<file path="src/verilog/nebula_defines.svh">
// Address map, register offsets and SRAM depth of the nebula_ii user area
// Included by every block that decodes a bus address
`ifndef NEBULA_DEFINES_SVH
`define NEBULA_DEFINES_SVH

// Regions are 64 KB each, matched on adr[31:16]
`define NEBULA_REGION_MASK 32'hFFFF_0000
`define NEBULA_SRAM_BASE   32'h3000_0000
`define NEBULA_GPIO_BASE   32'h3001_0000
`define NEBULA_COPY_BASE   32'h3002_0000
`define NEBULA_SRAM_WORDS  1024

// GPIO block, byte offsets within its region
`define GPIO_OUT_LO 8'h00
`define GPIO_OUT_HI 8'h04
`define GPIO_OEB_LO 8'h08
`define GPIO_OEB_HI 8'h0C
`define GPIO_IN_LO  8'h10
`define GPIO_IN_HI  8'h14

// Copy engine registers
`define COPY_SRC    8'h00
`define COPY_DST    8'h04
`define COPY_LEN    8'h08
`define COPY_CTRL   8'h0C
`define COPY_STATUS 8'h10

`endif
</file>
<file path="src/verilog/nebula_pkg.sv">
// Wishbone request and response types shared by all managers and slaves
// Referenced by scoped name, one struct per direction
`default_nettype none

package nebula_pkg;

    // Manager toward slave
    typedef struct packed {
        logic        cyc;
        logic        stb;
        logic        we;
        logic [3:0]  sel;
        logic [31:0] adr;
        logic [31:0] dat;
    } wb_req_t;

    // Slave toward manager
    typedef struct packed {
        logic        ack;
        logic [31:0] dat;
    } wb_rsp_t;

endpackage

`default_nettype wire

</file>
<file path="src/verilog/wb_decoder.sv">
// Address decoder between the arbiter and the three slaves
// Unmapped addresses are acked here with zero read data
`default_nettype none

`include "nebula_defines.svh"

module wb_decoder (
    input  wire                      wb_clk_i,
    input  wire                      rst_n_i,
    input  wire nebula_pkg::wb_req_t bus_req_i,
    output nebula_pkg::wb_rsp_t      bus_rsp_o,
    output nebula_pkg::wb_req_t      sram_req_o,
    input  wire nebula_pkg::wb_rsp_t sram_rsp_i,
    output nebula_pkg::wb_req_t      gpio_req_o,
    input  wire nebula_pkg::wb_rsp_t gpio_rsp_i,
    output nebula_pkg::wb_req_t      copy_req_o,
    input  wire nebula_pkg::wb_rsp_t copy_rsp_i
);

    logic [31:0] region;
    logic        hit_sram;
    logic        hit_gpio;
    logic        hit_copy;
    logic        miss;
    logic        miss_ack_q;

    assign region   = bus_req_i.adr & `NEBULA_REGION_MASK;
    assign hit_sram = (region == `NEBULA_SRAM_BASE);
    assign hit_gpio = (region == `NEBULA_GPIO_BASE);
    assign hit_copy = (region == `NEBULA_COPY_BASE);
    assign miss     = !(hit_sram || hit_gpio || hit_copy);

    always_comb begin
        sram_req_o = bus_req_i;
        gpio_req_o = bus_req_i;
        copy_req_o = bus_req_i;
        // Strobes reach only the matching slave
        sram_req_o.cyc = bus_req_i.cyc && hit_sram;
        sram_req_o.stb = bus_req_i.stb && hit_sram;
        gpio_req_o.cyc = bus_req_i.cyc && hit_gpio;
        gpio_req_o.stb = bus_req_i.stb && hit_gpio;
        copy_req_o.cyc = bus_req_i.cyc && hit_copy;
        copy_req_o.stb = bus_req_i.stb && hit_copy;
    end

    // One-cycle ack for a hole in the map, writes go nowhere
    always_ff @(posedge wb_clk_i or negedge rst_n_i) begin
        if (!rst_n_i) begin
            miss_ack_q <= 1'b0;
        end else begin
            miss_ack_q <= bus_req_i.cyc && bus_req_i.stb && miss && !miss_ack_q;
        end
    end

    // Address is held until ack, so it still selects the answer
    always_comb begin
        if (hit_sram) begin
            bus_rsp_o = sram_rsp_i;
        end else if (hit_gpio) begin
            bus_rsp_o = gpio_rsp_i;
        end else if (hit_copy) begin
            bus_rsp_o = copy_rsp_i;
        end else begin
            bus_rsp_o.ack = miss_ack_q;
            bus_rsp_o.dat = '0;
        end
    end

endmodule

`default_nettype wire

</file>
<file path="config.mk">
export PLATFORM = sky130hd
export DESIGN_NAME = wb_decoder
export DESIGN_NICKNAME = d
export VERILOG_FILES = /design/src/verilog/nebula_pkg.sv /design/src/verilog/wb_decoder.sv
export VERILOG_INCLUDE_DIRS = /design/src /design/src/verilog
export SDC_FILE = /design/constraint.sdc
export NUM_CORES = 1
export LEC_CHECK = 0
export BUFFER_PORTS_ARGS = -buffer_cell sky130_fd_sc_hd__buf_4
export CORE_AREA = 2 2 160 162
export CTS_BUF_LIST = sky130_fd_sc_hd__clkbuf_4
export CTS_CLUSTER_DIAMETER = 80
export DETAILED_ROUTE_END_ITERATION = 6
export DIE_AREA = 0 0 162 164
export PLACE_DENSITY = 0.4
export REMOVE_ABC_BUFFERS = 1
export SETUP_SLACK_MARGIN = 0.15
export SLEW_MARGIN = 20
export SYNTH_ARGS = -nofsm -noshare
export SYNTH_HDL_FRONTEND = slang
export SYNTH_SLANG_ARGS = --single-unit
export TNS_END_PERCENT = 20
</file>
<file path="constraint.sdc">
create_clock -name wb_clk_i -period 1.7 [get_ports wb_clk_i]
set_input_delay 0.17 -clock wb_clk_i [delete_from_list [all_inputs] [get_ports wb_clk_i]]
set_output_delay 0.17 -clock wb_clk_i [all_outputs]
set_load 0.005 [all_outputs]
</file>
Word-level counts from Yosys, hierarchy flattened. Cells that the tools add are included.

Equality and inequality tests: 3. Multiplexer cells: 3. Reduce and logical (&&, ||, !) cells: 13.

Operators with widths (count): $mux 33 (3); $eq 16x14->1 const B (3); $logic_and 1x1->1 (9); $logic_not 1->1 (2); $logic_or 1x1->1 (2).

Bits in registers: 1. Input bits: 172. Output and inout bits: 246. Word-level logic and storage cells: 20.

Longest topological paths before layout.
Depth in word-level cells: 6. Gate-level depth with buffers: 6. Depth with buffers taken out: 4.

Least setup slack after synthesis. Ideal clock, no wire load.

Path kind: in2out. Start: input port bus_req_i[50] in the netlist's numbering. End: output port bus_rsp_o[10] in the netlist's numbering. Arrival: 1361 ps. Required time: 1530 ps. Path slack: 169 ps. Stages: 6. Path buffers: 2. Cells stage by stage: nor4_2 > nand4b_4 > or2_1 > buf_6 > buf_12 > o2bb2ai_2.

RTL lines: from (decl) (line wb_decoder.sv:10) `input wire nebula_pkg::wb_req_t bus_req_i,`; to (decl) (line wb_decoder.sv:11) `output nebula_pkg::wb_rsp_t bus_rsp_o,`.

==> metrics.sh <==
FINAL_COMMON_CELL='sky130_fd_sc_hd__buf_4'
SETUP_VIOL=33
MAX-SLEW-MARGIN-REL_PCT=78.1
SYNTHDISTINCTLIBCELLS=24
PORT_BUFFERS=205
REGMOSTFLOPS='miss_ack_q'
LAYOUT_SETUP_WS_NS=-0.129
DETAIL_ROUTE.VIAS_PER_CELL=3.40
WORSTREGTOREGCELLS=1
POSTPLACECELLAREA_UM2=3180
CRITICAL_PATH.ENDPOINT='bus_rsp_o[26]'
GRT_REMAINING_OVERFLOW=0
TIGHTEST_SLEW_NS=0.326
PLACE_INST=649
GRT_ANTENNA_BEFORE_REPAIR=2
MAXCAPVIOLCOUNT=0
TIMING.CRITICAL_PATH.TO_TYPE='primary output'
FINAL_MAX_SLEW_VIOL_COUNT=0
CP_TOP_FAMILY='simple AND/OR/NAND/NOR gates'
CRITICAL_PATH_SOURCE_TYPE='primary input'
SLOWEST_STAGE='sky130_fd_sc_hd__nor4_2'
LAYOUT.CELLS.NON_FILLER=656
YOSYS_WARNINGS=0
CELL_CHAIN_OF_THE_CRITICAL_PATH='buf_4 > nor4_2 > nand4b_4 > nor3b_4 > buf_6 > buf_12 > o2bb2ai_4 > buf_6'
MAXUSEDROUTINGLAYER='met5'
CRITPATHMAXFANOUT=8
MET2_LENGTH_UM=10500
WORST_SETUP_PATH_STARTPOINT='bus_req_i[63]'
STATUS='finished with violations'
DIE-AREA_UM2=26600
DIE_WIDTH_UM=162
CORE_UM2=24800
DRC=0
FINALCRITPERIODSHARE_PCT=108
GRT_USAGE_PCT=15.6
VIOLATIONS_IN_THE_FINAL_REPORTS='negative setup slack'
FIRST_GLOBAL_VIAS=2201
STDCELL_AREA_UM2=3360
FILLERINSTANCES=2880
FRACTION_OF_LAYOUT_CELLS_WITH_A_SIZE_SUFFIX_ABOVE_1_PCT=83.6
TOP_REGS='miss_ack_q x1'
REQUIRED_NS=1.53
SYNTH-SEQ-CELLS=1
YS_SEQ_AREA_SHARE_PCT=0.926
ROUTE.ANTENNA.REMAINING_NETS=0
CRIT-REG2REG-LAUNCH='miss_ack_q$_DFF_PN0_'
SYNTHTOLAYOUTAREAGROWTH_PCT=24.5
NUM_VIAS=2230
PLACEMENTROWS=58
MET1_LENGTH_UM=6170
CLK-INSERTION-DELAY-LATE_NS=0
LAST_WEIGHTED_CONGESTION_VALUE_OF_THE_ROUTABILITY_DRIVEN_PLACER=0.864
MOST-COMMON-LAYOUT-CELLS='sky130_fd_sc_hd__buf_4, sky130_fd_sc_hd__mux2i_1, sky130_fd_sc_hd__o2bb2ai_2'
DIEHEIGHT_UM=164
MIN-DELAY-PATH-CLASS='in2out'
TIMING.CRITICAL_PATH.ARRIVAL_NS=1.66
WORSTSETUPPATHTYPE='in2out'
LEAKAGE_nW=1.62
FINAL-HOLD-VIOLATION-COUNT=0
CRIT_CELLS=8
CLOCK.FMAX_MHz=547
ROUTED-WL-MET3_UM=5090
ROUTED_WL_UM=22300
CRITICAL-PATH-MAX-STAGE-DELAY_NS=0.36
CPMOSTUSEDCELL='sky130_fd_sc_hd__buf_6'
CLOCK-SKEW-FINAL_NS=0
CRIT_BUF_INV=4
POSTSYNTHAREAPERCELL_UM2=8.71
AVGROUTEDWIREPERCELL_UM=34.0
SYN-CELL-AREA_UM2=2700
DRT_PRE_ANTENNA_ITERS=4
GRT_START_MAX_NET_PINS=21
UNREPAIRED_SETUP_ENDPOINTS_AFTER_GLOBAL_ROUTING='yes'
GLOBAL_ROUTE_WIRE_LENGTH_BEFORE_REPAIR_UM=26200
POWER-PER-CELL-AREA_nW_PER_UM2=162
REGTOREGENDPOINT='miss_ack_q$_DFF_PN0_'
R2R_SETUP_SLACK_NS=1.06
BOUNDARYPINS=418
TIMING.FINAL.CRIT_PERIOD_NS=1.83
LARGEST_REGISTER_FF_COUNT=1
HPWL_UM=20400
MAX-VDD-IR-DROP_uV=87.9
START_UTIL_PCT=10.9
FINALNETCOUNT=498
DR.FIRST_ITER.DRC_COUNT=97
SYNTHESIS.INSTANCES=310
## layer usage
| metal | GRT usage, % | vias up |
|---|---|---|
| li1 | - | 866 |
| met2 | 26.6 | 387 |
| met4 | 0.965 | 6 |
| met1 | 12.1 | 960 |
| met3 | 16.8 | 11 |
| met5 | 10.0 | - |
## cells in the mapped netlist
library cell / count / area share (%)
sky130_fd_sc_hd__buf_4: 207 / 58
sky130_fd_sc_hd__mux2i_1: 33 / 12
sky130_fd_sc_hd__o2bb2ai_2: 30 / 17
sky130_fd_sc_hd__and3_1: 4 / 0.93
sky130_fd_sc_hd__buf_2: 4 / 0.74
sky130_fd_sc_hd__buf_6: 4 / 1.7
sky130_fd_sc_hd__buf_12: 3 / 2.2
sky130_fd_sc_hd__nor2_1: 3 / 0.42
sky130_fd_sc_hd__nor4_2: 3 / 1.4
sky130_fd_sc_hd__and2_1: 2 / 0.46
sky130_fd_sc_hd__nand2_1: 2 / 0.28
sky130_fd_sc_hd__nand3_1: 2 / 0.37
sky130_fd_sc_hd__nor3_1: 2 / 0.37
sky130_fd_sc_hd__a211o_2: 1 / 0.37
sky130_fd_sc_hd__a21oi_1: 1 / 0.19
sky130_fd_sc_hd__a31oi_1: 1 / 0.23
sky130_fd_sc_hd__buf_8: 1 / 0.56
sky130_fd_sc_hd__dfrtp_1: 1 / 0.93
sky130_fd_sc_hd__inv_1: 1 / 0.14
sky130_fd_sc_hd__nand4b_4: 1 / 0.88
sky130_fd_sc_hd__nor3b_4: 1 / 0.69
sky130_fd_sc_hd__o21ai_0: 1 / 0.19
sky130_fd_sc_hd__o2bb2ai_1: 1 / 0.32
sky130_fd_sc_hd__or2_1: 1 / 0.23
## area by class of cell
cell class	count	area [um^2]	share of cell area (%)
Antenna cell	2	5.00	0.149
Inverter	1	3.75	0.112
Multi-Input combinational cell	89	1040	31.1
Sequential cell	1	25.0	0.744
Tap cell	330	413	12.3
Timing Repair Buffer	233	1870	55.7
## cells by family (layout without fill, tap and decap cells)
kind of cell	after synthesis	in the layout	synth area share, %
AOI/OAI and AO/OA	35	35	18.0
buffers and inverters	220	234	62.9
DFF	1	1	0.926
muxes	33	33	12.2
other	0	2	0
and+or+nand+nor	21	21	6.02
## power by group
group           internal [W]  switching [W]       total, W  leakage [nW]
clock network  0.00000000166              0  0.00000000166     0.0000127
registers          0.0000255     0.00000112      0.0000267        0.0131
logic               0.000319       0.000198       0.000517          1.60
## timing repair
action                                 CTS  global route
gates cloned                             1             1
buffers inserted                         2             0
setup endpoints to repair               38            38
endpoints found under the hold margin    1             0
gates resized for setup                 16             2
hold buffers                             1             0
pin swaps                                2             1
## through the flow
| stage | util [%] | TNS (ns) | total power [W] | hold slack [ns] | setup WS (ns) |
|---|---|---|---|---|---|
| after floorplan | - | -17.05 | 0.0000985 | -0.126 | -0.622 |
| after global placement | 12.8 | -5.64 | 0.000536 | -0.0396 | -0.208 |
| after detailed placement | 12.8 | -6.50 | 0.000537 | -0.0389 | -0.241 |
| after CTS | 13.4 | -3.55 | 0.000548 | 0.340 | -0.131 |
| after global routing | 13.5 | -5.23 | 0.000580 | 0.340 | -0.191 |
| final | 13.6 | -3.03 | 0.000543 | 0.340 | -0.129 |
## how the worst min path moves through the flow
stage / from / endpoint / slack [ns] / cells after the start
floorplan: rst_n_i / miss_ack_q$_DFF_PN0_ / -0.13 / 0
global placement: rst_n_i / miss_ack_q$_DFF_PN0_ / -0.04 / 1
detailed placement: rst_n_i / miss_ack_q$_DFF_PN0_ / -0.04 / 1
CTS: bus_req_i[18] / copy_req_o[18] / 0.34 / 0
global route: bus_req_i[1] / copy_req_o[1] / 0.34 / 0
finish: bus_req_i[18] / copy_req_o[18] / 0.34 / 0
Note: power is estimated with default switching activity, not from simulation.
