<file path="src/verilog/nebula_defines.svh">
// Address map, register offsets and SRAM depth of the nebula_ii user area
// Included by every block that decodes a bus address
`ifndef NEBULA_DEFINES_SVH
`define NEBULA_DEFINES_SVH

// Regions are 64 KB each, matched on adr[31:16]
`define NEBULA_REGION_MASK 32'hFFFF_0000
`define NEBULA_SRAM_BASE   32'h3000_0000
`define NEBULA_GPIO_BASE   32'h3001_0000
`define NEBULA_COPY_BASE   32'h3002_0000
`define NEBULA_SRAM_WORDS  1024

// GPIO block, byte offsets within its region
`define GPIO_OUT_LO 8'h00
`define GPIO_OUT_HI 8'h04
`define GPIO_OEB_LO 8'h08
`define GPIO_OEB_HI 8'h0C
`define GPIO_IN_LO  8'h10
`define GPIO_IN_HI  8'h14

// Copy engine registers
`define COPY_SRC    8'h00
`define COPY_DST    8'h04
`define COPY_LEN    8'h08
`define COPY_CTRL   8'h0C
`define COPY_STATUS 8'h10

`endif
</file>
<file path="src/verilog/nebula_pkg.sv">
// Wishbone request and response types shared by all managers and slaves
// Referenced by scoped name, one struct per direction
`default_nettype none

package nebula_pkg;

    // Manager toward slave
    typedef struct packed {
        logic        cyc;
        logic        stb;
        logic        we;
        logic [3:0]  sel;
        logic [31:0] adr;
        logic [31:0] dat;
    } wb_req_t;

    // Slave toward manager
    typedef struct packed {
        logic        ack;
        logic [31:0] dat;
    } wb_rsp_t;

endpackage

`default_nettype wire

</file>
<file path="src/verilog/gpio_control.sv">
// Pad control for the 38 user IOs, out and oeb registers on Wishbone
// Pad inputs read back after a two-flop synchronizer
`default_nettype none

`include "nebula_defines.svh"

module gpio_control (
    input  wire                      wb_clk_i,
    input  wire                      rst_n_i,
    input  wire nebula_pkg::wb_req_t req_i,
    output nebula_pkg::wb_rsp_t      rsp_o,
    input  wire [37:0]               io_in_i,
    output logic [37:0]              io_out_o,
    output logic [37:0]              io_oeb_o
);

    logic [37:0] out_q;
    logic [37:0] oeb_q;
    logic [37:0] sync1_q;
    logic [37:0] sync2_q;
    logic [31:0] cur_w;
    logic [31:0] wr_w;
    logic [31:0] rd_q;
    logic        ack_q;
    logic        acc;

    function automatic logic [31:0] merge_bytes(input logic [31:0] old_w,
                                                input logic [31:0] new_w,
                                                input logic [3:0]  sel);
        logic [31:0] res;
        res = old_w;
        for (int b = 0; b < 4; b++) begin
            if (sel[b]) begin
                res[8*b +: 8] = new_w[8*b +: 8];
            end
        end
        return res;
    endfunction

    assign acc = req_i.cyc && req_i.stb && !ack_q;

    // Addressed register, HI words carry pads 37:32 in bits 5:0
    always_comb begin
        case (req_i.adr[7:0])
            `GPIO_OUT_LO: cur_w = out_q[31:0];
            `GPIO_OUT_HI: cur_w = {26'd0, out_q[37:32]};
            `GPIO_OEB_LO: cur_w = oeb_q[31:0];
            `GPIO_OEB_HI: cur_w = {26'd0, oeb_q[37:32]};
            `GPIO_IN_LO:  cur_w = sync2_q[31:0];
            `GPIO_IN_HI:  cur_w = {26'd0, sync2_q[37:32]};
            default:      cur_w = '0;
        endcase
    end

    assign wr_w = merge_bytes(cur_w, req_i.dat, req_i.sel);

    always_ff @(posedge wb_clk_i or negedge rst_n_i) begin
        if (!rst_n_i) begin
            out_q   <= '0;
            // Pads start as inputs
            oeb_q   <= '1;
            sync1_q <= '0;
            sync2_q <= '0;
            ack_q   <= 1'b0;
        end else begin
            sync1_q <= io_in_i;
            sync2_q <= sync1_q;
            ack_q   <= acc;
            if (acc && req_i.we) begin
                // IN registers are read only
                case (req_i.adr[7:0])
                    `GPIO_OUT_LO: out_q[31:0]  <= wr_w;
                    `GPIO_OUT_HI: out_q[37:32] <= wr_w[5:0];
                    `GPIO_OEB_LO: oeb_q[31:0]  <= wr_w;
                    `GPIO_OEB_HI: oeb_q[37:32] <= wr_w[5:0];
                    default: ;
                endcase
            end
        end
    end

    always_ff @(posedge wb_clk_i) begin
        if (acc) begin
            rd_q <= cur_w;
        end
    end

    assign rsp_o.ack = ack_q;
    assign rsp_o.dat = rd_q;
    assign io_out_o  = out_q;
    assign io_oeb_o  = oeb_q;

endmodule

`default_nettype wire

</file>
<file path="config.mk">
export PLATFORM = sky130hd
export DESIGN_NAME = gpio_control
export DESIGN_NICKNAME = d
export VERILOG_FILES = /design/src/verilog/nebula_pkg.sv /design/src/verilog/gpio_control.sv
export VERILOG_INCLUDE_DIRS = /design/src /design/src/verilog
export SDC_FILE = /design/constraint.sdc
export NUM_CORES = 1
export LEC_CHECK = 0
export ABC_AREA = 1
export BUFFER_PORTS_ARGS = -buffer_cell sky130_fd_sc_hd__buf_2
export CAP_MARGIN = 10
export CORE_MARGIN = 5
export CORE_UTILIZATION = 45
export CTS_CLUSTER_DIAMETER = 150
export CTS_CLUSTER_SIZE = 14
export DETAILED_ROUTE_END_ITERATION = 6
export PLACE_DENSITY = 0.78
export RECOVER_POWER = 50
export SYNTH_ARGS = -nofsm -noshare
export SYNTH_HDL_FRONTEND = slang
export SYNTH_SLANG_ARGS = --single-unit
</file>
<file path="constraint.sdc">
create_clock -name wb_clk_i -period 5.67 [get_ports wb_clk_i]
set_input_delay 1.134 -clock wb_clk_i [delete_from_list [all_inputs] [get_ports wb_clk_i]]
set_output_delay 1.134 -clock wb_clk_i [all_outputs]
set_load 0.005 [all_outputs]
</file>
# Yosys cells after proc, flatten, opt, wreduce, memory -nomap -nowiden
# Index checks and enable logic that the tools add are counted.
[totals]
register_bits = 185
in_bits = 111
output_inout_bits = 109
[op_classes]
n_eq_ne = 5
mux = 5
n_reduce_logical = 9
[op_table]
columns = ["operator", "count"]
rows = [
  ["$pmux 32 s6", 1],
  ["$mux 8", 4],
  ["$eq 8x4->1 const B", 2],
  ["$eq 8x5->1 const B", 2],
  ["$eq 8x3->1 const B", 1],
  ["$logic_not 8->1", 1],
  ["$reduce_and 2->1", 4],
  ["$logic_and 1x1->1", 3],
  ["$logic_not 1->1", 1],
]

# Depth between registers and ports, before layout
# Gate-level depths: netlist of run 1.
[depth]
word_depth = 4
mapped_depth = 10
mapped_depth_nobuf = 9

# Least setup slack after synthesis of run 1
# OpenSTA, ideal clock, no wires.
[synth_path]
kind = "input to register"
from = "input req_i[70] (netlist name)"
to = "register out_q[1] (netlist: io_out_o[1])"
t_arrival_ps = 3447
setup_slack_ps = 2158
path_stages = 9
path_cell_list = "nand2_1 > nor2_1 > nand2_1 > inv_1 > nand2_1 > inv_2 > buf_2 > nand3_1 > nand2_1"
[synth_between]
elab_chain_cells = 4
[synth_lines]
columns = ["element", "line", "source"]
rows = [
  ["start: declaration", "gpio_control.sv:10", "input wire nebula_pkg::wb_req_t req_i,"],
  ["$logic_and 1x1->1 (2 in series)", "gpio_control.sv:40", "assign acc = req_i.cyc && req_i.stb && !ack_q;"],
  ["net acc", "gpio_control.sv:25", "logic acc;"],
  ["$logic_and 1x1->1", "gpio_control.sv:69", "if (acc && req_i.we) begin"],
  ["$reduce_and 2->1 (no source line)", "--", ""],
  ["end signal: assignment", "gpio_control.sv:72", "`GPIO_OUT_LO: out_q[31:0] <= wr_w;"],
  ["end: declaration", "gpio_control.sv:17", "logic [37:0] out_q;"],
]
# The timed path passes the listed nets, and every way through them passes these cells.
# A chain may end at the register's enable or synchronous reset.

# Final worst setup path of run 1
[layout_path]
from = "input req_i[70] (netlist name)"
to = "register out_q[28] (netlist: io_out_o[28])"
# The elaborated chain is that of the path after synthesis.

==> results of run 1 <==
-- power by group --
part,switching (mW),total [mW],internal [mW]
clock network,0.490,1.12,0.626
logic,0.0778,0.124,0.0458
registers,0.0135,1.41,1.39
-- cell type report --
cell class / instances / area (um^2) / share of cell area (%)
Sequential cell: 185 / 4840 / 53.8
Multi-Input combinational cell: 491 / 2220 / 24.7
Timing Repair Buffer: 201 / 1010 / 11.2
Clock buffer: 23 / 500 / 5.57
Tap cell: 216 / 270 / 3.01
Inverter: 23 / 87.6 / 0.974
Clock inverter: 9 / 62.6 / 0.696
Antenna cell: 1 / 2.50 / 0.0278
-- metal layers --
metal	vias up	share of wire [%]	wire length [um]	GRT usage (%)
met4	0	3.6	700	9.81
li1	2786	-	-	-
met2	266	50	9690	35.3
met5	-	0	0	0
met1	2911	40	7790	27.0
met3	51	6.8	1330	4.24
-- how the worst max path moves through the flow --
stage / start / end / slack [ps]
after floorplan: req_i[70] / io_out_o[1] / 2160
after global placement: req_i[70] / io_out_o[2] / 1850
after detailed placement: req_i[70] / io_out_o[28] / 1790
after CTS: req_i[70] / io_out_o[28] / 2220
after global routing: rst_n_i / io_out_o[30] / 1890
final: req_i[70] / io_out_o[28] / 2260
-- worst register-to-register path: cells and delay by family (launching register included) --
| family | cells | cell delay (ps) |
|---|---|---|
| flip-flops | 1 | 410 |
| buffers and inverters | 3 | 1460 |
| AND/OR/NAND/NOR | 5 | 1030 |
-- cells by family (layout without fill, tap and decap cells) --
kind of cell | count (synthesis) | count (layout)
flops | 185 | 185
simple gates | 491 | 491
other cells | 0 | 1
buf+inv | 49 | 256
-- state kept, by name (all words and copies together), names as in the netlist --
name / count
io_out_o: 38
io_oeb_o: 38
sync2_q: 38
rd_q: 32
ack_q: 1
sync1_q: 38
-- stage by stage --
step                util [%]  area, um^2
floorplan                  -        7290
global placement        53.1        8440
detailed placement      53.1        8440
CTS                     56.7        9000
global route            56.6        8990
finish                  56.6        8990
-- cell usage in the layout (no fill, tap or decap), drive strengths merged --
| master | count |
|---|---|
| nor3 | 2 |
| nand4 | 26 |
| nand3 | 135 |
| nand2 | 279 |
| clkbuf | 29 |
| buf | 195 |
| clkinvlp | 2 |
| nor2 | 17 |
| clkinv | 7 |
| edfxtp | 32 |
| dfstp | 38 |
| dfrtp | 115 |
| inv | 23 |
| or2 | 32 |
| diode | 1 |
==> flow_metrics.py, run 1 <==
metrics = {
    "sta": {
        "tightest_slew_ps": 1760,
        "tns_ps": 0,
        "drv_slew": 74,
        "slew_headroom_pct": -17.4,
        "timing.final.ws_setup_ps": 2260,
        "hold_violations": 0,
        "setup_viol": 0,
        "timing.hold.ws_ps": 345,
        "fmax_mhz": 293,
        "period_needed_ps": 3410,
        "finClkSkew_ps": 9.28,
        "period_share_pct": 60.2,
        "rsz0062_at_grt": "no",
    },
    "critical_path": {
        "critPathCaptureType": "register",
        "timing.rr.start": "ack_q",
        "critPathMaxStageDelay_ps": 830,
        "required_ps": 6020,
        "cp.depth": 10,
        "rr_endpoint": "io_out_o[28]",
        "crit_path_cell_trace": "buf_2, nand2_1, nor2_4, buf_4, nand2_1, inv_1, nand2_2, inv_2, nand3_1, nand2_1",
        "worstSetupStartpointType": "input pin",
        "path_class": "in -> reg",
        "cp.arrival_ps": 3760,
        "rr_worst_depth": 8,
        "cp_max_fo": 34,
        "crit_top_cell": "nand2_1",
        "cp_slowest_cell": "inv_2",
        "crit_buf_inv": 4,
        "r2r_slack_ps": 2700,
        "crit_family": "buffers and inverters",
    },
    "clock_network": {
        "clockBufferDepth": 2,
        "insertion_delay_ps": 420,
        "cts.sinks": 185,
        "cts_buffers": 17,
        "cts.clk_slew.worst_paths_ps": 60,
        "cts_hold_buf": 0,
        "clockRootBuffer": "clkbuf_16",
        "cts_resized": 0,
        "h-tree-depth": 4,
        "cts_tree": "yes",
        "cts_setup_buffers": 0,
    },
    "route": {
        "via_per_inst": 5.23,
        "wl_mm": 19.5,
        "vias": 6014,
        "ant_nets": 0,
        "drt_pass1_iterations": 5,
        "wl_per_cell_um": 17.0,
        "first_iter_violations": 402,
        "drc": 0,
    },
    "global_route": {
        "grt_pass1_vias": 5973,
        "grt_first_pass_wirelength_mm": 30.5,
        "grt_use_total_pct": 21.3,
        "grt_max_degree": 74,
        "grt-ovfl-total": 0,
        "antenna_found_initial": 0,
    },
    "die": {
        "core_area_mm2": 0.0159,
        "fp.dieW_um": 137,
        "fp-row-count": 46,
        "io_pins": 220,
        "die_h_um": 137,
        "initial_core_util_pct": 45.9,
        "dieArea_mm2": 0.0188,
    },
    "power_and_ir_drop": {
        "cellPowerDensity_mw_per_mm2": 294,
        "vdd_drop_max_mv": 0.209,
        "power_mw": 2.65,
        "leakagePower_nw": 4.75,
    },
    "place": {
        "place_ws_ps": 1790,
        "place.gp.congestion": 0.807,
        "dp_cells": 1116,
        "dp_hpwl_mm": 13.1,
        "portBuffers": 195,
    },
    "synth": {
        "post-synth-top-area-fraction_pct": 39.5,
        "synth_area_leaders": "dfrtp_1, nand2_1, dfstp_2",
        "synth-compound-area-share_pct": 0,
        "synth_edf_count": 32,
        "muxShareOfSynthArea_pct": 0,
        "synth-main-ff-cell": "dfrtp_1",
        "yosysTopAreaCell": "dfrtp_1",
        "ys_seq_area_share_pct": 66.4,
        "synth_simple_gate_area_share_pct": 30.2,
        "async_flop_share_pct": 82.7,
        "synth_most_common_cell": "nand2_1",
        "synth_area_per_cell_um2": 10.1,
        "synthTopCellsByCount": "nand2_1, nand3_1, dfrtp_1",
        "synthCells": 725,
        "synth_xor_area_share_pct": 0,
        "syn_area_mm2": 0.00729,
        "synth-adder-area-share_pct": 0,
        "synth_top_family_by_area": "simple AND/OR/NAND/NOR gates",
        "ys_ff_latch": 185,
        "synth_nets": 836,
        "ys_types": 21,
        "yosysWarnings": 0,
    },
    "finish": {
        "nFillCells": 1386,
        "final_cell_count_no_fill": 1149,
        "areaGrowthSynthToFinish_pct": 23.3,
        "fin_nets": 1030,
        "drive_above_1_share_pct": 33.3,
    },
    "worst_hold_path": {
        "hp-class": "reg -> reg",
        "hold_path_startpoint": "sync1_q[33]",
        "hold_end": "sync2_q[33]",
        "hold-path-cell-count": 0,
    },
    "job": {
        "maxCapViolCount": 1,
    },
    "outcome": {
        "status": "finished, violations left",
        "violations": "max-capacitance violations, max-slew violations",
    },
}
(Power assumes the default switching activity.)
==> run 2: changes to the inputs <==
--- a/config.mk
+++ b/config.mk
@@ -14,7 +14,7 @@
 export CTS_CLUSTER_DIAMETER = 150
 export CTS_CLUSTER_SIZE = 14
 export DETAILED_ROUTE_END_ITERATION = 6
-export PLACE_DENSITY = 0.78
+export PLACE_DENSITY = 0.81
 export RECOVER_POWER = 50
 export SYNTH_ARGS = -nofsm -noshare
 export SYNTH_HDL_FRONTEND = slang
==> constraint.sdc (replaced) <==
create_clock -name wb_clk_i -period 3.1 [get_ports wb_clk_i]
set_input_delay 0.62 -clock wb_clk_i [delete_from_list [all_inputs] [get_ports wb_clk_i]]
set_output_delay 0.62 -clock wb_clk_i [all_outputs]
set_load 0.005 [all_outputs]
==> run 2 against run 1 <==
Net effect:
- the flow now finishes without violations
- critical path type is now in -> async
- critical endpoint is now sync1_q[25]
- wire length grew 0.88%
- register-to-register slack got worse by 1400 ps
- sequential power rose by 82%
==> flow_metrics.py, run 2 (synthesis gave the netlist of run 1 again) <==
metrics = {
    "outcome": {
        "status": "finished, final reports clean",
    },
    "critical_path": {
        "crit_end": "sync1_q[25]",
        "crit_buf_inv": 2,
        "crit_path_cell_trace": "buf_6, clkbuf_2",
        "cp_max_fo": 85,
        "cp_slowest_cell": "clkbuf_2",
        "path_class": "in -> async",
        "crit_family": "buffers and inverters",
        "cp.arrival_ps": 2190,
        "rr_endpoint": "io_out_o[2]",
        "critPathMaxStageDelay_ps": 990,
        "r2r_slack_ps": 1270,
        "cp.depth": 2,
        "rr_worst_depth": 7,
        "cp-startpoint": "rst_n_i",
        "critPathCaptureType": "async pin",
        "timing.rr.start": "ack_q",
        "required_ps": 3460,
        "worstSetupStartpointType": "input pin",
    },
    "global_route": {
        "use_met1_pct": 27.2,
        "gr-usage-met2_pct": 35.8,
        "grt_max_degree": 86,
        "grt-ovfl-total": 0,
        "use_met3_pct": 3.87,
        "grt_pass1_vias": 6120,
        "grt.busiest_layer": "met2",
        "grt_use_total_pct": 21.5,
        "antenna_found_initial": 0,
        "grt_first_pass_wirelength_mm": 30.8,
    },
    "place": {
        "place.gp.congestion": 0.853,
        "portBuffers": 195,
        "dp_hpwl_mm": 13.2,
        "place_ws_ps": 901,
        "dp_cells": 1122,
        "placedInstanceArea_mm2": 0.00850,
    },
    "sta": {
        "period_needed_ps": 1840,
        "drv_slew": 0,
        "hold_violations": 0,
        "setup_viol": 0,
        "rsz0062_at_grt": "no",
        "finClkSkew_ps": 9.54,
        "period_share_pct": 59.2,
        "slew_headroom_pct": 23.6,
        "tns_ps": 0,
        "fmax_mhz": 545,
        "timing.final.ws_setup_ps": 1260,
        "tightest_slew_ps": 1150,
    },
    "clock_network": {
        "cts_hold_buf": 0,
        "clockRootBuffer": "clkbuf_16",
        "cts.sinks": 185,
        "cts_setup_buffers": 0,
        "insertion_delay_ps": 420,
        "h-tree-depth": 4,
        "cts_tree": "yes",
        "cts_buffers": 17,
        "cts.clk_slew.worst_paths_ps": 60,
        "clockBufferDepth": 2,
        "cts_resized": 0,
    },
    "route": {
        "ant_nets": 0,
        "via_per_inst": 5.18,
        "drt_pass1_iterations": 6,
        "drc": 0,
        "wl_mm": 19.7,
        "vias": 5973,
        "first_iter_violations": 505,
        "wl_per_cell_um": 17.1,
    },
    "power_and_ir_drop": {
        "cellPowerDensity_mw_per_mm2": 539,
        "power_mw": 4.86,
        "vdd_drop_max_mv": 0.333,
        "leakagePower_nw": 4.78,
    },
    "finish": {
        "nFillCells": 1382,
        "areaGrowthSynthToFinish_pct": 23.7,
        "layout_commonest_cell": "nand2_1",
        "antenna_cells": 0,
        "seqCellArea_mm2": 0.00484,
        "final_cell_mix": "nand2_1, buf_2, nand3_1, dfrtp_1, dfstp_2",
        "drive_above_1_share_pct": 33.4,
        "final_cell_count_no_fill": 1154,
        "multi_input_area_mm2": 0.00221,
        "fin_nets": 1036,
        "fin_area_mm2": 0.00902,
    },
    "die": {
        "die_h_um": 137,
        "fp.dieW_um": 137,
        "core_area_mm2": 0.0159,
        "dieArea_mm2": 0.0188,
        "io_pins": 220,
        "fp-row-count": 46,
        "initial_core_util_pct": 45.9,
    },
    "worst_hold_path": {
        "hp-class": "in -> async",
    },
    "job": {
        "maxCapViolCount": 0,
    },
}
[run 2: changes by cell type in the layout (fill, tap and decap cells not counted), moves of 2 or more]
cell / before / now
buf_4: 5 / 9
clkinv_2: 4 / 2
clkbuf_16: 19 / 17
bufinv_16: 0 / 2
clkbuf_1: 8 / 11
buf_2: 189 / 193
[run 2: layout make-up]
cell class              count  share of cell area, %
inverters                  23                  0.971
well taps                 216                   3.00
flip-flops and latches    185                   53.6
repair buffers            207                   11.8
multi-input cells         491                   24.5
clock buffers              25                   5.05
clock inverters             7                   1.07
[run 2: worst min path at each step]
stage                            from           to  slack (ps)  cells past startpoint
after floorplan               rst_n_i        ack_q         320                      0
after global placement    sync1_q[22]  sync2_q[22]         330                      0
after detailed placement  sync1_q[11]  sync2_q[11]         330                      0
after CTS                     rst_n_i   sync1_q[6]         280                      1
after global routing      io_in_i[17]  sync1_q[17]         280                      1
final                         rst_n_i   sync1_q[6]         240                      1
[run 2: metrics by stage]
stage | hold slack (ps) | util [%]
floorplan | 324 | -
global placement | 332 | 53.5
detailed placement | 335 | 53.5
CTS | 283 | 57.0
global route | 281 | 56.8
finish | 243 | 56.8
[run 2: metal layers]
| metal | wire length, um | share of wire (%) |
|---|---|---|
| met5 | 0 | 0 |
| met1 | 7500 | 38 |
| met3 | 1470 | 7.5 |
| met4 | 600 | 3.0 |
| met2 | 10100 | 51 |
[run 2: report_power, final]
| part | internal [mW] | switching (mW) |
|---|---|---|
| registers | 2.55 | 0.0244 |
| clock network | 1.19 | 0.868 |
| logic | 0.0853 | 0.142 |
