===== config.mk =====
export PLATFORM = sky130hd
export DESIGN_NAME = wb_arbiter
export DESIGN_NICKNAME = d
export VERILOG_FILES = /design/src/verilog/nebula_defines.svh /design/src/verilog/nebula_pkg.sv /design/src/verilog/wb_arbiter.sv
export SDC_FILE = /design/constraint.sdc
export NUM_CORES = 1
export LEC_CHECK = 0
export ABC_AREA = 1
export BUFFER_PORTS_ARGS = -buffer_cell sky130_fd_sc_hd__buf_2
export CORE_AREA = 2 2 123 125
export DETAILED_ROUTE_END_ITERATION = 8
export DIE_AREA = 0 0 125 127
export HOLD_SLACK_MARGIN = 0.06
export PLACE_DENSITY = 0.49
export SLEW_MARGIN = 20
export SYNTH_ARGS = -nofsm -noshare
export SYNTH_HDL_FRONTEND = slang
export SYNTH_SLANG_ARGS = --single-unit

===== constraint.sdc =====
create_clock -name wb_clk_i -period 1.4 [get_ports wb_clk_i]
set_input_delay 0.07 -clock wb_clk_i [delete_from_list [all_inputs] [get_ports wb_clk_i]]
set_output_delay 0.07 -clock wb_clk_i [all_outputs]
set_load 0.02 [all_outputs]

===== src/verilog/nebula_defines.svh =====
// Address map, register offsets and SRAM depth of the nebula_ii user area
// Included by every block that decodes a bus address
`ifndef NEBULA_DEFINES_SVH
`define NEBULA_DEFINES_SVH

// Regions are 64 KB each, matched on adr[31:16]
`define NEBULA_REGION_MASK 32'hFFFF_0000
`define NEBULA_SRAM_BASE   32'h3000_0000
`define NEBULA_GPIO_BASE   32'h3001_0000
`define NEBULA_COPY_BASE   32'h3002_0000
`define NEBULA_SRAM_WORDS  1024

// GPIO block, byte offsets within its region
`define GPIO_OUT_LO 8'h00
`define GPIO_OUT_HI 8'h04
`define GPIO_OEB_LO 8'h08
`define GPIO_OEB_HI 8'h0C
`define GPIO_IN_LO  8'h10
`define GPIO_IN_HI  8'h14

// Copy engine registers
`define COPY_SRC    8'h00
`define COPY_DST    8'h04
`define COPY_LEN    8'h08
`define COPY_CTRL   8'h0C
`define COPY_STATUS 8'h10

`endif

===== src/verilog/nebula_pkg.sv =====
// Wishbone request and response types shared by all managers and slaves
// Referenced by scoped name, one struct per direction
`default_nettype none

package nebula_pkg;

    // Manager toward slave
    typedef struct packed {
        logic        cyc;
        logic        stb;
        logic        we;
        logic [3:0]  sel;
        logic [31:0] adr;
        logic [31:0] dat;
    } wb_req_t;

    // Slave toward manager
    typedef struct packed {
        logic        ack;
        logic [31:0] dat;
    } wb_rsp_t;

endpackage

`default_nettype wire


===== src/verilog/wb_arbiter.sv =====
// Round-robin arbiter for two Wishbone managers on one shared bus
// Manager 0 is the host port, manager 1 the copy engine
`default_nettype none

module wb_arbiter (
    input  wire                            wb_clk_i,
    input  wire                            rst_n_i,
    input  wire nebula_pkg::wb_req_t [1:0] mgr_req_i,
    output nebula_pkg::wb_rsp_t [1:0]      mgr_rsp_o,
    output nebula_pkg::wb_req_t            bus_req_o,
    input  wire nebula_pkg::wb_rsp_t       bus_rsp_i
);

    logic busy_q;
    logic owner_q;
    logic last_q;
    logic last_srv;
    logic release_bus;
    logic any_req;
    logic pick;

    // Free when idle or once the owner has dropped cyc
    assign release_bus = !busy_q || !mgr_req_i[owner_q].cyc;
    assign any_req     = mgr_req_i[0].cyc || mgr_req_i[1].cyc;

    // Owner finishing now counts as the one served last
    assign last_srv = busy_q ? owner_q : last_q;

    always_comb begin
        // Both asking, the other one goes first
        if (mgr_req_i[0].cyc && mgr_req_i[1].cyc) begin
            pick = ~last_srv;
        end else begin
            pick = mgr_req_i[1].cyc;
        end
    end

    // Grant lands on the next edge and holds while owner keeps cyc
    always_ff @(posedge wb_clk_i or negedge rst_n_i) begin
        if (!rst_n_i) begin
            busy_q  <= 1'b0;
            owner_q <= 1'b0;
            // Host wins the first tie
            last_q  <= 1'b1;
        end else if (release_bus) begin
            busy_q <= any_req;
            last_q <= last_srv;
            if (any_req) begin
                owner_q <= pick;
            end
        end
    end

    // Only the owner reaches the bus
    assign bus_req_o = busy_q ? mgr_req_i[owner_q] : '0;

    always_comb begin
        for (int m = 0; m < 2; m++) begin
            mgr_rsp_o[m].dat = bus_rsp_i.dat;
            // Ack steered to the owner, others see it low
            mgr_rsp_o[m].ack = busy_q && (owner_q == m[0]) && bus_rsp_i.ack;
        end
    end

endmodule

`default_nettype wire


---- Word level (Yosys, flattened, before mapping) ----
Index checks and enable logic that the tools add are counted.
storage, ports and cells
  flip-flop bits (word level) ............. 3
  latch bits .............................. 0
  RAM bits ................................ 0
  ROM bits ................................ 0
  bits of input ports ..................... 177
  output and inout bits ................... 137
  logic and storage cells ................. 21
  memories ................................ 0
cells by class
  add/subtract/negate cells ............... 0
  multiply operators ...................... 0
  div/mod/pow operators ................... 0
  $lt $le $gt $ge ......................... 1
  equality and inequality tests ........... 0
  shift-type cells ........................ 0
  multiplexer cells ....................... 5
  bitwise logic cells ..................... 2
  reductions and logical operators ........ 10
operators with widths
  cell                number
  $mux 71             3
  $logic_and 1x1->1   5
  $logic_not 1->1     2
  $logic_or 1x1->1    2
  $lt 1x2->1 const B  1
  $mux 1              2
  $not 1->1           2
  $reduce_and 2->1    1

---- Longest topological paths before layout ----
Gate-level depths: netlist of run 1.
  depth in word-level cells ............... 5
  depth in mapped cells ................... 6
  mapped depth without buffers ............ 6

---- Worst setup path after synthesis of run 1 ----
Ideal clock, no wire load.
  path kind ............................... register to output
  start ................................... register owner_q
  end ..................................... output bus_req_o[0] (netlist name)
  data arrival time ....................... 1.061 ns
  required time ........................... 1.330 ns
  slack ................................... 0.269 ns
  stages on the path, launching flop included .. 5
  buffers on the path ..................... 1
  cell sequence ........................... dfrtp_1 > inv_2 > buf_2 > nand2_1 > a21oi_1
RTL lines
  element                 line              text
  start, declared         wb_arbiter.sv:15  logic owner_q;
  start signal, assigned  wb_arbiter.sv:49  owner_q <= pick;
  end, declared           wb_arbiter.sv:10  output nebula_pkg::wb_req_t bus_req_o,

==> results.txt, run 1 <==
----------------------------------------------------
[Status]
  Status ... finished, violations left
  Violations in the final reports ... setup timing

[Logic synthesis]
  Share of synthesized flip-flops with an asynchronous set or reset ... 100.0%
  Share of Yosys cell area claimed by the top area cell type ... 32.97%
  Syn_nets ... 503
  Yosys warns ... 0
  Most used standard cell by instance count after synthesis ... sky130_fd_sc_hd__nand2_1
  Ranking of synthesized cells by area ... sky130_fd_sc_hd__nand2_1, sky130_fd_sc_hd__buf_4, sky130_fd_sc_hd__a21oi_1, sky130_fd_sc_hd__clkbuf_8, sky130_fd_sc_hd__buf_2
  Mapped Cells ... 326
  Most common flop cell mapped by yosys ... sky130_fd_sc_hd__dfrtp_1
  Ranking of synthesized cells by instance count ... sky130_fd_sc_hd__nand2_1, sky130_fd_sc_hd__a21oi_1, sky130_fd_sc_hd__buf_4, sky130_fd_sc_hd__buf_2, sky130_fd_sc_hd__clkbuf_8
  Count of flip-flops with a built-in enable after synthesis ... 0
  Number of flip-flops and latches in the synthesized netlist ... 3
  Cell accounting for the most synthesized area ... sky130_fd_sc_hd__nand2_1
  Unique masters post-synth ... 13
  Netlist Area Pre-Place ... 1719 um^2
  Sequential element share of the synthesized area ... 4.440%
  Average footprint of a synthesized cell ... 5.273 um^2

[Route]
  Average wire per standard cell ... 12.76 um
  Count of antenna-violating nets left after detailed routing ... 0
  Final wirelength ... 8386 um
  Total via count in the routed design ... 2541
  Number of violations reported at the end of detailed-routing iteration 0 ... 86
  Drt drc ... 0
  1st-pass router iterations ... 4
  Via density per instance ... 3.868

[Clock network]
  Clk Tree Root Cell ... sky130_fd_sc_hd__clkbuf_16
  Clock transition at path regs ... 0.03 ns
  Clock Tree Buf Depth ... 2
  Clock insertion delay at the later pin of the skew report ... 0.22 ns
  CTS tree ... built
  Total clock buffers created by CTS ... 3
  CTS Sinks ... 3
  Deepest level of the CTS H-tree ... 1

[GRT]
  Met2 GRT Util ... 17.93%
  Met1 global-route usage ... 9.654%
  Maximum number of pins on one net before global-route repair ... 46
  Most used routing layer in global routing ... met2
  Global-route wire length before repair ... 12010 um
  Overflow left after global routing ... 0
  Number of antenna violations at the first check in global routing ... 0
  Vias in the first global route ... 2428
  Met3 usage ... 2.722%
  All-layer global routing usage ... 9.288%

[Layout]
  Cell Count, Final, Fillers Out ... 657
  Count of inserted antenna diode cells ... 0
  Area growth from synthesis to layout ... 68.85%
  Share of post-route cells with drive strength above 1 ... 55.18%
  Post-layout nets ... 651
  Filler cells ... 1668

[Critical path]
  Critical path start-end classification ... reg2out
  Crit path max-delay cell type ... sky130_fd_sc_hd__dfrtp_2
  Data required time at the worst endpoint ... 1.33 ns
  Crit-path max FO ... 9
  Kind of cell adding the most delay to the critical path ... buffers and inverters
  Worst Path Arrival ... 1.39 ns
  Series of cell instances along the critical path ... clkinv_4, buf_12, nand2_1, a21oi_2, buf_4
  Startpoint type of the worst setup path ... flip-flop
  Delay of the slowest cell on the worst path ... 0.44 ns
  Combined buffer and inverter count along the critical path ... 3
  Worst setup EP type ... primary output

[Floorplanning]
  Die X ... 125 um
  Die Span Y ... 127 um
  Floorplan core area ... 14420 um^2
  Starting Density ... 11.92%
  Number of rows in the core area ... 44
  Die ar. ... 15880 um^2
  # IOs ... 314

[Place]
  Half-perimeter wire length after detailed placement ... 5989 um
  Count of port buffers added during placement ... 217
  Instance count after placement with tap cells included ... 648
  Post-placement setup slack ... 0.04820 ns
  Routability congestion estimate ... 0.7417

[STA]
  Achievable clock frequency ... 0.6858 GHz
  Final Hold Vio Count ... 0
  Part of the cycle the worst path needs ... 104.1%
  RSZ-0062 raised after global routing ... yes
  Post-layout worst setup margin ... -0.05806 ns
  Final Skew ... 0.003026 ns
  Post-layout min period ... 1.458 ns
  Final setup violating endpoints ... 8
  Slew margin rel. ... 84.36%
  Pin slew with the least headroom to its limit ... 0.2346 ns
  Sum of negative setup slack ... -0.1479 ns
  Fin. max-slew vios ... 0

[Flow run]
  Maximum Capacitance Violations ... 0

[Power]
  Internal power of the cells ... 1664 uW
  Share of power burned in combinational logic ... 82.5%
  Pwr Density ... 1178 nW/um^2
  Power dissipated by switching net loads ... 1756 uW
  Fraction of power spent switching nets ... 51.34%
  Fraction of power consumed by sequential logic ... 4.3%
  Static Leakage ... 0.001604 uW
  Clock share of power ... 13.2%
  Worst IR Drop VDD ... 0.5119 mV

[Hold path]
  Path type of the worst min-delay path ... in2reg

----------------------------------------------------
state kept, by name, summed over array words and instances (netlist names):
| register | flops |
|---|---|
| last_q | 1 |
| busy_q | 1 |
| owner_q | 1 |
layout make-up:
| class | instances | area, um^2 | area share, % |
|---|---|---|---|
| Timing Repair Buffer | 229 | 1433 | 49.35 |
| Multi-Input combinational cell | 230 | 1052 | 36.25 |
| Tap cell | 184 | 230.2 | 7.931 |
| Clock buffer | 4 | 78.83 | 2.716 |
| Sequential cell | 3 | 77.57 | 2.672 |
| Inverter | 7 | 31.28 | 1.078 |
power groups by stage:
stage                     combinational, uW  clock [uW]  sequential, uW
after floorplan                        1830           0             131
after global placement                 2350           0             143
after detailed placement               2340           0             141
after CTS                              2760         461             147
after global routing                   3070         481             149
final                                  2820         451             146
kinds of logic (layout without fill, tap and decap cells):
kind of cell           Yosys count  in the layout  share of synthesized area [%]
AND/OR/NAND/NOR                158            158                          34.79
buffers and inverters           93            240                          39.81
AO/OA/AOI/OAI                   72             72                          20.96
flip-flops                       3              3                          4.440
what timing repair did:
item / CTS / global route
cloned: 2 / 1
hold endpoints to repair: 3 / 0
buffers inserted: 2 / 0
endpoints found under the setup margin: 71 / 73
hold buffers: 1 / 0
resized for setup: 61 / 25
pin swaps: 0 / 1
worst reg2reg max path, delay by kind of cell, from the launching register on:
family                 cells  cell delay (ns)
buffers and inverters      2             0.30
DFF                        1             0.42
and+or+nand+nor            4             0.33
metal layers:
| layer | part of all wire, % | up-vias |
|---|---|---|
| met5 | 0 | - |
| met4 | 2.5 | 0 |
| met3 | 11 | 24 |
| met2 | 50 | 164 |
| met1 | 37 | 1097 |
| li1 | - | 1256 |
worst paths after layout:
path / from / to / slack [ns] / cells past startpoint
setup / recovery: owner_q$_DFFE_PN0P_ / bus_req_o[15] / -0.06 / 5
hold / removal: mgr_req_i[141] / busy_q$_DFFE_PN0P_ / 0.11 / 3
max in group asynchronous: rst_n_i / last_q$_DFFE_PN1P_ / 1.00 / 2
setup reg to reg: owner_q$_DFFE_PN0P_ / owner_q$_DFFE_PN0P_ / 0.24 / 6
hold reg to reg: last_q$_DFFE_PN1P_ / last_q$_DFFE_PN1P_ / 0.51 / 2
min in group asynchronous: rst_n_i / busy_q$_DFFE_PN0P_ / 0.21 / 2
cells in the final DEF, fill, tap and decap left out, types with 4 or more instances in the layout:
master,n
sky130_fd_sc_hd__inv_1,5
sky130_fd_sc_hd__nand3_1,4
sky130_fd_sc_hd__a21oi_1,47
sky130_fd_sc_hd__buf_2,165
sky130_fd_sc_hd__clkbuf_16,4
sky130_fd_sc_hd__buf_12,6
sky130_fd_sc_hd__nand2_1,148
sky130_fd_sc_hd__buf_4,52
sky130_fd_sc_hd__a21oi_2,23
per-stage QoR:
stage | utilization (%) | hold WS [ns] | instance area, um^2 | total power [uW]
floorplan | - | -0.2256 | 1719 | 1964
global placement | 17.29 | -0.1237 | 2494 | 2492
detailed placement | 17.29 | -0.1281 | 2494 | 2477
CTS | 19.57 | 0.1117 | 2823 | 3367
global route | 20.12 | 0.1267 | 2903 | 3696
finish | 20.12 | 0.1132 | 2903 | 3420
(Power assumes the default switching activity.)
==> inputs of run 2 (changes only) <==
- clock period: 1.4 -> 1.7 ns (I/O delays scaled with it)
==> run 2 against run 1 <==
Critical path depth unchanged. Utilization decreased by 2.4 points. Routed wire length decreased by 13%. Sequential cell count unchanged. Clock skew decreased by 0.00088 ns. Register-to-register slack improved by 0.23 ns. Non-clock buffer count decreased by 6. Critical path type unchanged. Global-route usage decreased by 0.93 points. Clock-buffer cell count unchanged. Largest cell class unchanged. First-iteration DRC count decreased by 5.8%. The run now ends clean. Sequential share of layout area increased by 0.36 points. Die area unchanged.
==> results.txt, run 2 (synthesis results as in run 1) <==
----------------------------------------------------
[Place]
  Count of port buffers added during placement ... 217 (unchanged)
  Half-perimeter wire length after detailed placement ... 5778 um (-3.5%)
  Routability congestion estimate ... 0.7458 (+0.55%)
  Instance count after placement with tap cells included ... 646 (-0.31%)
  Post-placement setup slack ... 0.2162 ns (+0.1680 ns)
  Cell area after placement ... 2466 um^2 (-1.1%)

[GRT]
  Number of antenna violations at the first check in global routing ... 0 (unchanged)
  Maximum number of pins on one net before global-route repair ... 73 (+59%)
  Vias in the first global route ... 2214 (-8.8%)
  Global-route wire length before repair ... 10920 um (-9.1%)
  Overflow left after global routing ... 0 (unchanged)
  All-layer global routing usage ... 8.358% (-0.93 points)

[Power]
  Static Leakage ... 0.001511 uW (-5.8%)
  Share of power burned in combinational logic ... 79.2% (-3.3 points)
  Clock share of power ... 15.8% (+2.6 points)
  Internal power of the cells ... 1065 uW (-36%)
  Worst IR Drop VDD ... 0.3676 mV (-28%)
  Fraction of power consumed by sequential logic ... 5.0% (+0.7 points)
  Power dissipated by switching net loads ... 1297 uW (-26%)
  Fraction of power spent switching nets ... 54.92% (+3.6 points)
  Pwr Density ... 923.0 nW/um^2 (-22%)

[Critical path]
  Worst setup EP type ... primary output
  Delay of the slowest cell on the worst path ... 0.43 ns (about the same)
  Series of cell instances along the critical path ... inv_2, buf_6, nand2_1, a21oi_1, buf_2
  Data required time at the worst endpoint ... 1.62 ns (+0.29 ns)
  Combined buffer and inverter count along the critical path ... 3 (unchanged)
  Crit-path max FO ... 35 (+26)
  Worst Path Arrival ... 1.53 ns (+0.14 ns)
  Startpoint type of the worst setup path ... flip-flop
  Kind of cell adding the most delay to the critical path ... buffers and inverters
  Crit path max-delay cell type ... sky130_fd_sc_hd__dfrtp_2
  Critical path start-end classification ... reg2out

[Route]
  Drt drc ... 0 (unchanged)
  Final wirelength ... 7288 um (-13%)
  Average wire per standard cell ... 11.20 um (-12%)
  Number of violations reported at the end of detailed-routing iteration 0 ... 81 (-5.8%)
  1st-pass router iterations ... 4 (unchanged)
  Count of antenna-violating nets left after detailed routing ... 0 (unchanged)
  Via density per instance ... 3.696 (-4.4%)
  Total via count in the routed design ... 2406 (-5.3%)

[Clock network]
  Total clock buffers created by CTS ... 3 (unchanged)
  Deepest level of the CTS H-tree ... 1 (unchanged)
  CTS tree ... built
  # Post-CTS Setup Buffers ... 0 (-2)
  Clock transition at path regs ... 0.03 ns (about the same)
  Clock insertion delay at the later pin of the skew report ... 0.22 ns (about the same)
  CTS Sinks ... 3 (unchanged)
  Clock Tree Buf Depth ... 2 (unchanged)
  Clk Tree Root Cell ... sky130_fd_sc_hd__clkbuf_16

[Layout]
  Most common cell after layout, fill and taps aside ... sky130_fd_sc_hd__buf_2
  Filler cells ... 1713 (+2.7%)
  Largest regs ... busy_q (1), last_q (1), owner_q (1)
  Cell Count, Final, Fillers Out ... 651 (-0.91%)
  Post-layout nets ... 645 (-0.92%)
  Area growth from synthesis to layout ... 48.84%
  Share of post-route cells with drive strength above 1 ... 49.04% (-6.1 points)
  Count of inserted antenna diode cells ... 0 (unchanged)
  Commonest non-fill, non-tap cells in the layout ... sky130_fd_sc_hd__buf_2, sky130_fd_sc_hd__nand2_1, sky130_fd_sc_hd__a21oi_1, sky130_fd_sc_hd__inv_1
  Design area ... 2559 um^2 (-12%)

[STA]
  Pin slew with the least headroom to its limit ... 0.3173 ns (+0.08264 ns)
  Achievable clock frequency ... 0.6180 GHz
  RSZ-0062 raised after global routing ... no
  Final Skew ... 0.002142 ns (-0.0008838 ns)
  Post-layout worst setup margin ... 0.08181 ns (+0.1399 ns)
  Final Hold Vio Count ... 0 (unchanged)
  Sum of negative setup slack ... 0 ns (+0.1479 ns)
  Final setup violating endpoints ... 0 (-8)
  Post-layout min period ... 1.618 ns
  Slew margin rel. ... 78.85% (-5.5 points)
  Fin. max-slew vios ... 0 (unchanged)
  Part of the cycle the worst path needs ... 95.19%

[Floorplanning]
  Die Span Y ... 127 um (unchanged)
  Number of rows in the core area ... 44 (unchanged)
  Floorplan core area ... 14420 um^2 (unchanged)
  Die X ... 125 um (unchanged)
  Starting Density ... 11.92% (unchanged)
  # IOs ... 314 (unchanged)
  Die ar. ... 15880 um^2 (unchanged)

[Flow run]
  Maximum Capacitance Violations ... 0 (unchanged)

[Status]
  Status ... completed

[Hold path]
  Path type of the worst min-delay path ... in2reg

----------------------------------------------------
-- run 2: cell count changes in the layout (fill, tap and decap cells not counted), sizes merged --
cell and change:
buf -5, clkinv -1, inv +1, clkbuf -1
-- run 2: worst min-delay path, stage by stage --
cell	delay (ns)
sky130_fd_sc_hd__buf_2	0.11
sky130_fd_sc_hd__nor2_1	0.04
sky130_fd_sc_hd__inv_1	0.06
-- run 2: final timing paths --
check | start | end | slack, ns | cells after the start
max in group asynchronous | rst_n_i | last_q$_DFFE_PN1P_ | 1.28 | 2
worst max-delay path | owner_q$_DFFE_PN0P_ | bus_req_o[15] | 0.08 | 5
min in group asynchronous | rst_n_i | busy_q$_DFFE_PN0P_ | 0.23 | 2
worst max register to register | owner_q$_DFFE_PN0P_ | owner_q$_DFFE_PN0P_ | 0.47 | 6
worst min register to register | last_q$_DFFE_PN1P_ | last_q$_DFFE_PN1P_ | 0.50 | 2
worst min-delay path | mgr_req_i[141] | busy_q$_DFFE_PN0P_ | 0.11 | 3
-- run 2: final cells by class --
| type | instances | area (um^2) | share of cell area, % |
|---|---|---|---|
| flip-flops and latches | 3 | 77.57 | 3.032 |
| multi-input cells | 230 | 958.4 | 37.46 |
| well taps | 184 | 230.2 | 8.998 |
| repair buffers | 223 | 1187 | 46.41 |
| clock buffers | 4 | 78.83 | 3.081 |
| inverters | 7 | 26.28 | 1.027 |
-- run 2: power groups by stage --
stage / combinational [uW] / clock [uW] / sequential (uW)
4_1_cts: 1900 / 378 / 119
2_1_floorplan: 1510 / 0 / 108
6_report: 1870 / 372 / 118
3_3_place_gp: 1890 / 0 / 119
3_5_place_dp: 1890 / 0 / 117
5_1_grt: 2070 / 388 / 122
-- run 2: stage by stage --
stage | util, % | power (uW) | hold slack, ns
final | 17.74 | 2362 | 0.1115
after CTS | 17.74 | 2398 | 0.1046
after detailed placement | 17.10 | 2007 | -0.1093
after global routing | 17.74 | 2579 | 0.1350
after floorplan | - | 1617 | -0.2106
after global placement | 17.10 | 2012 | -0.1140
-- run 2: layer usage --
| metal | up-vias | wire [um] | GRT usage, % |
|---|---|---|---|
| met5 | - | 0 | 0 |
| met3 | 24 | 852 | 2.722 |
| met4 | 0 | 191 | 3.791 |
| li1 | 1243 | - | - |
| met1 | 976 | 2651 | 8.812 |
| met2 | 163 | 3593 | 15.19 |
-- run 2: repair_timing --
action / 4_1_cts / 5_1_grt
hold buffers: 1 / 0
endpoints found under the hold margin: 3 / 0
endpoints found under the setup margin: 1 / 0
gates resized for setup: 1 / 0
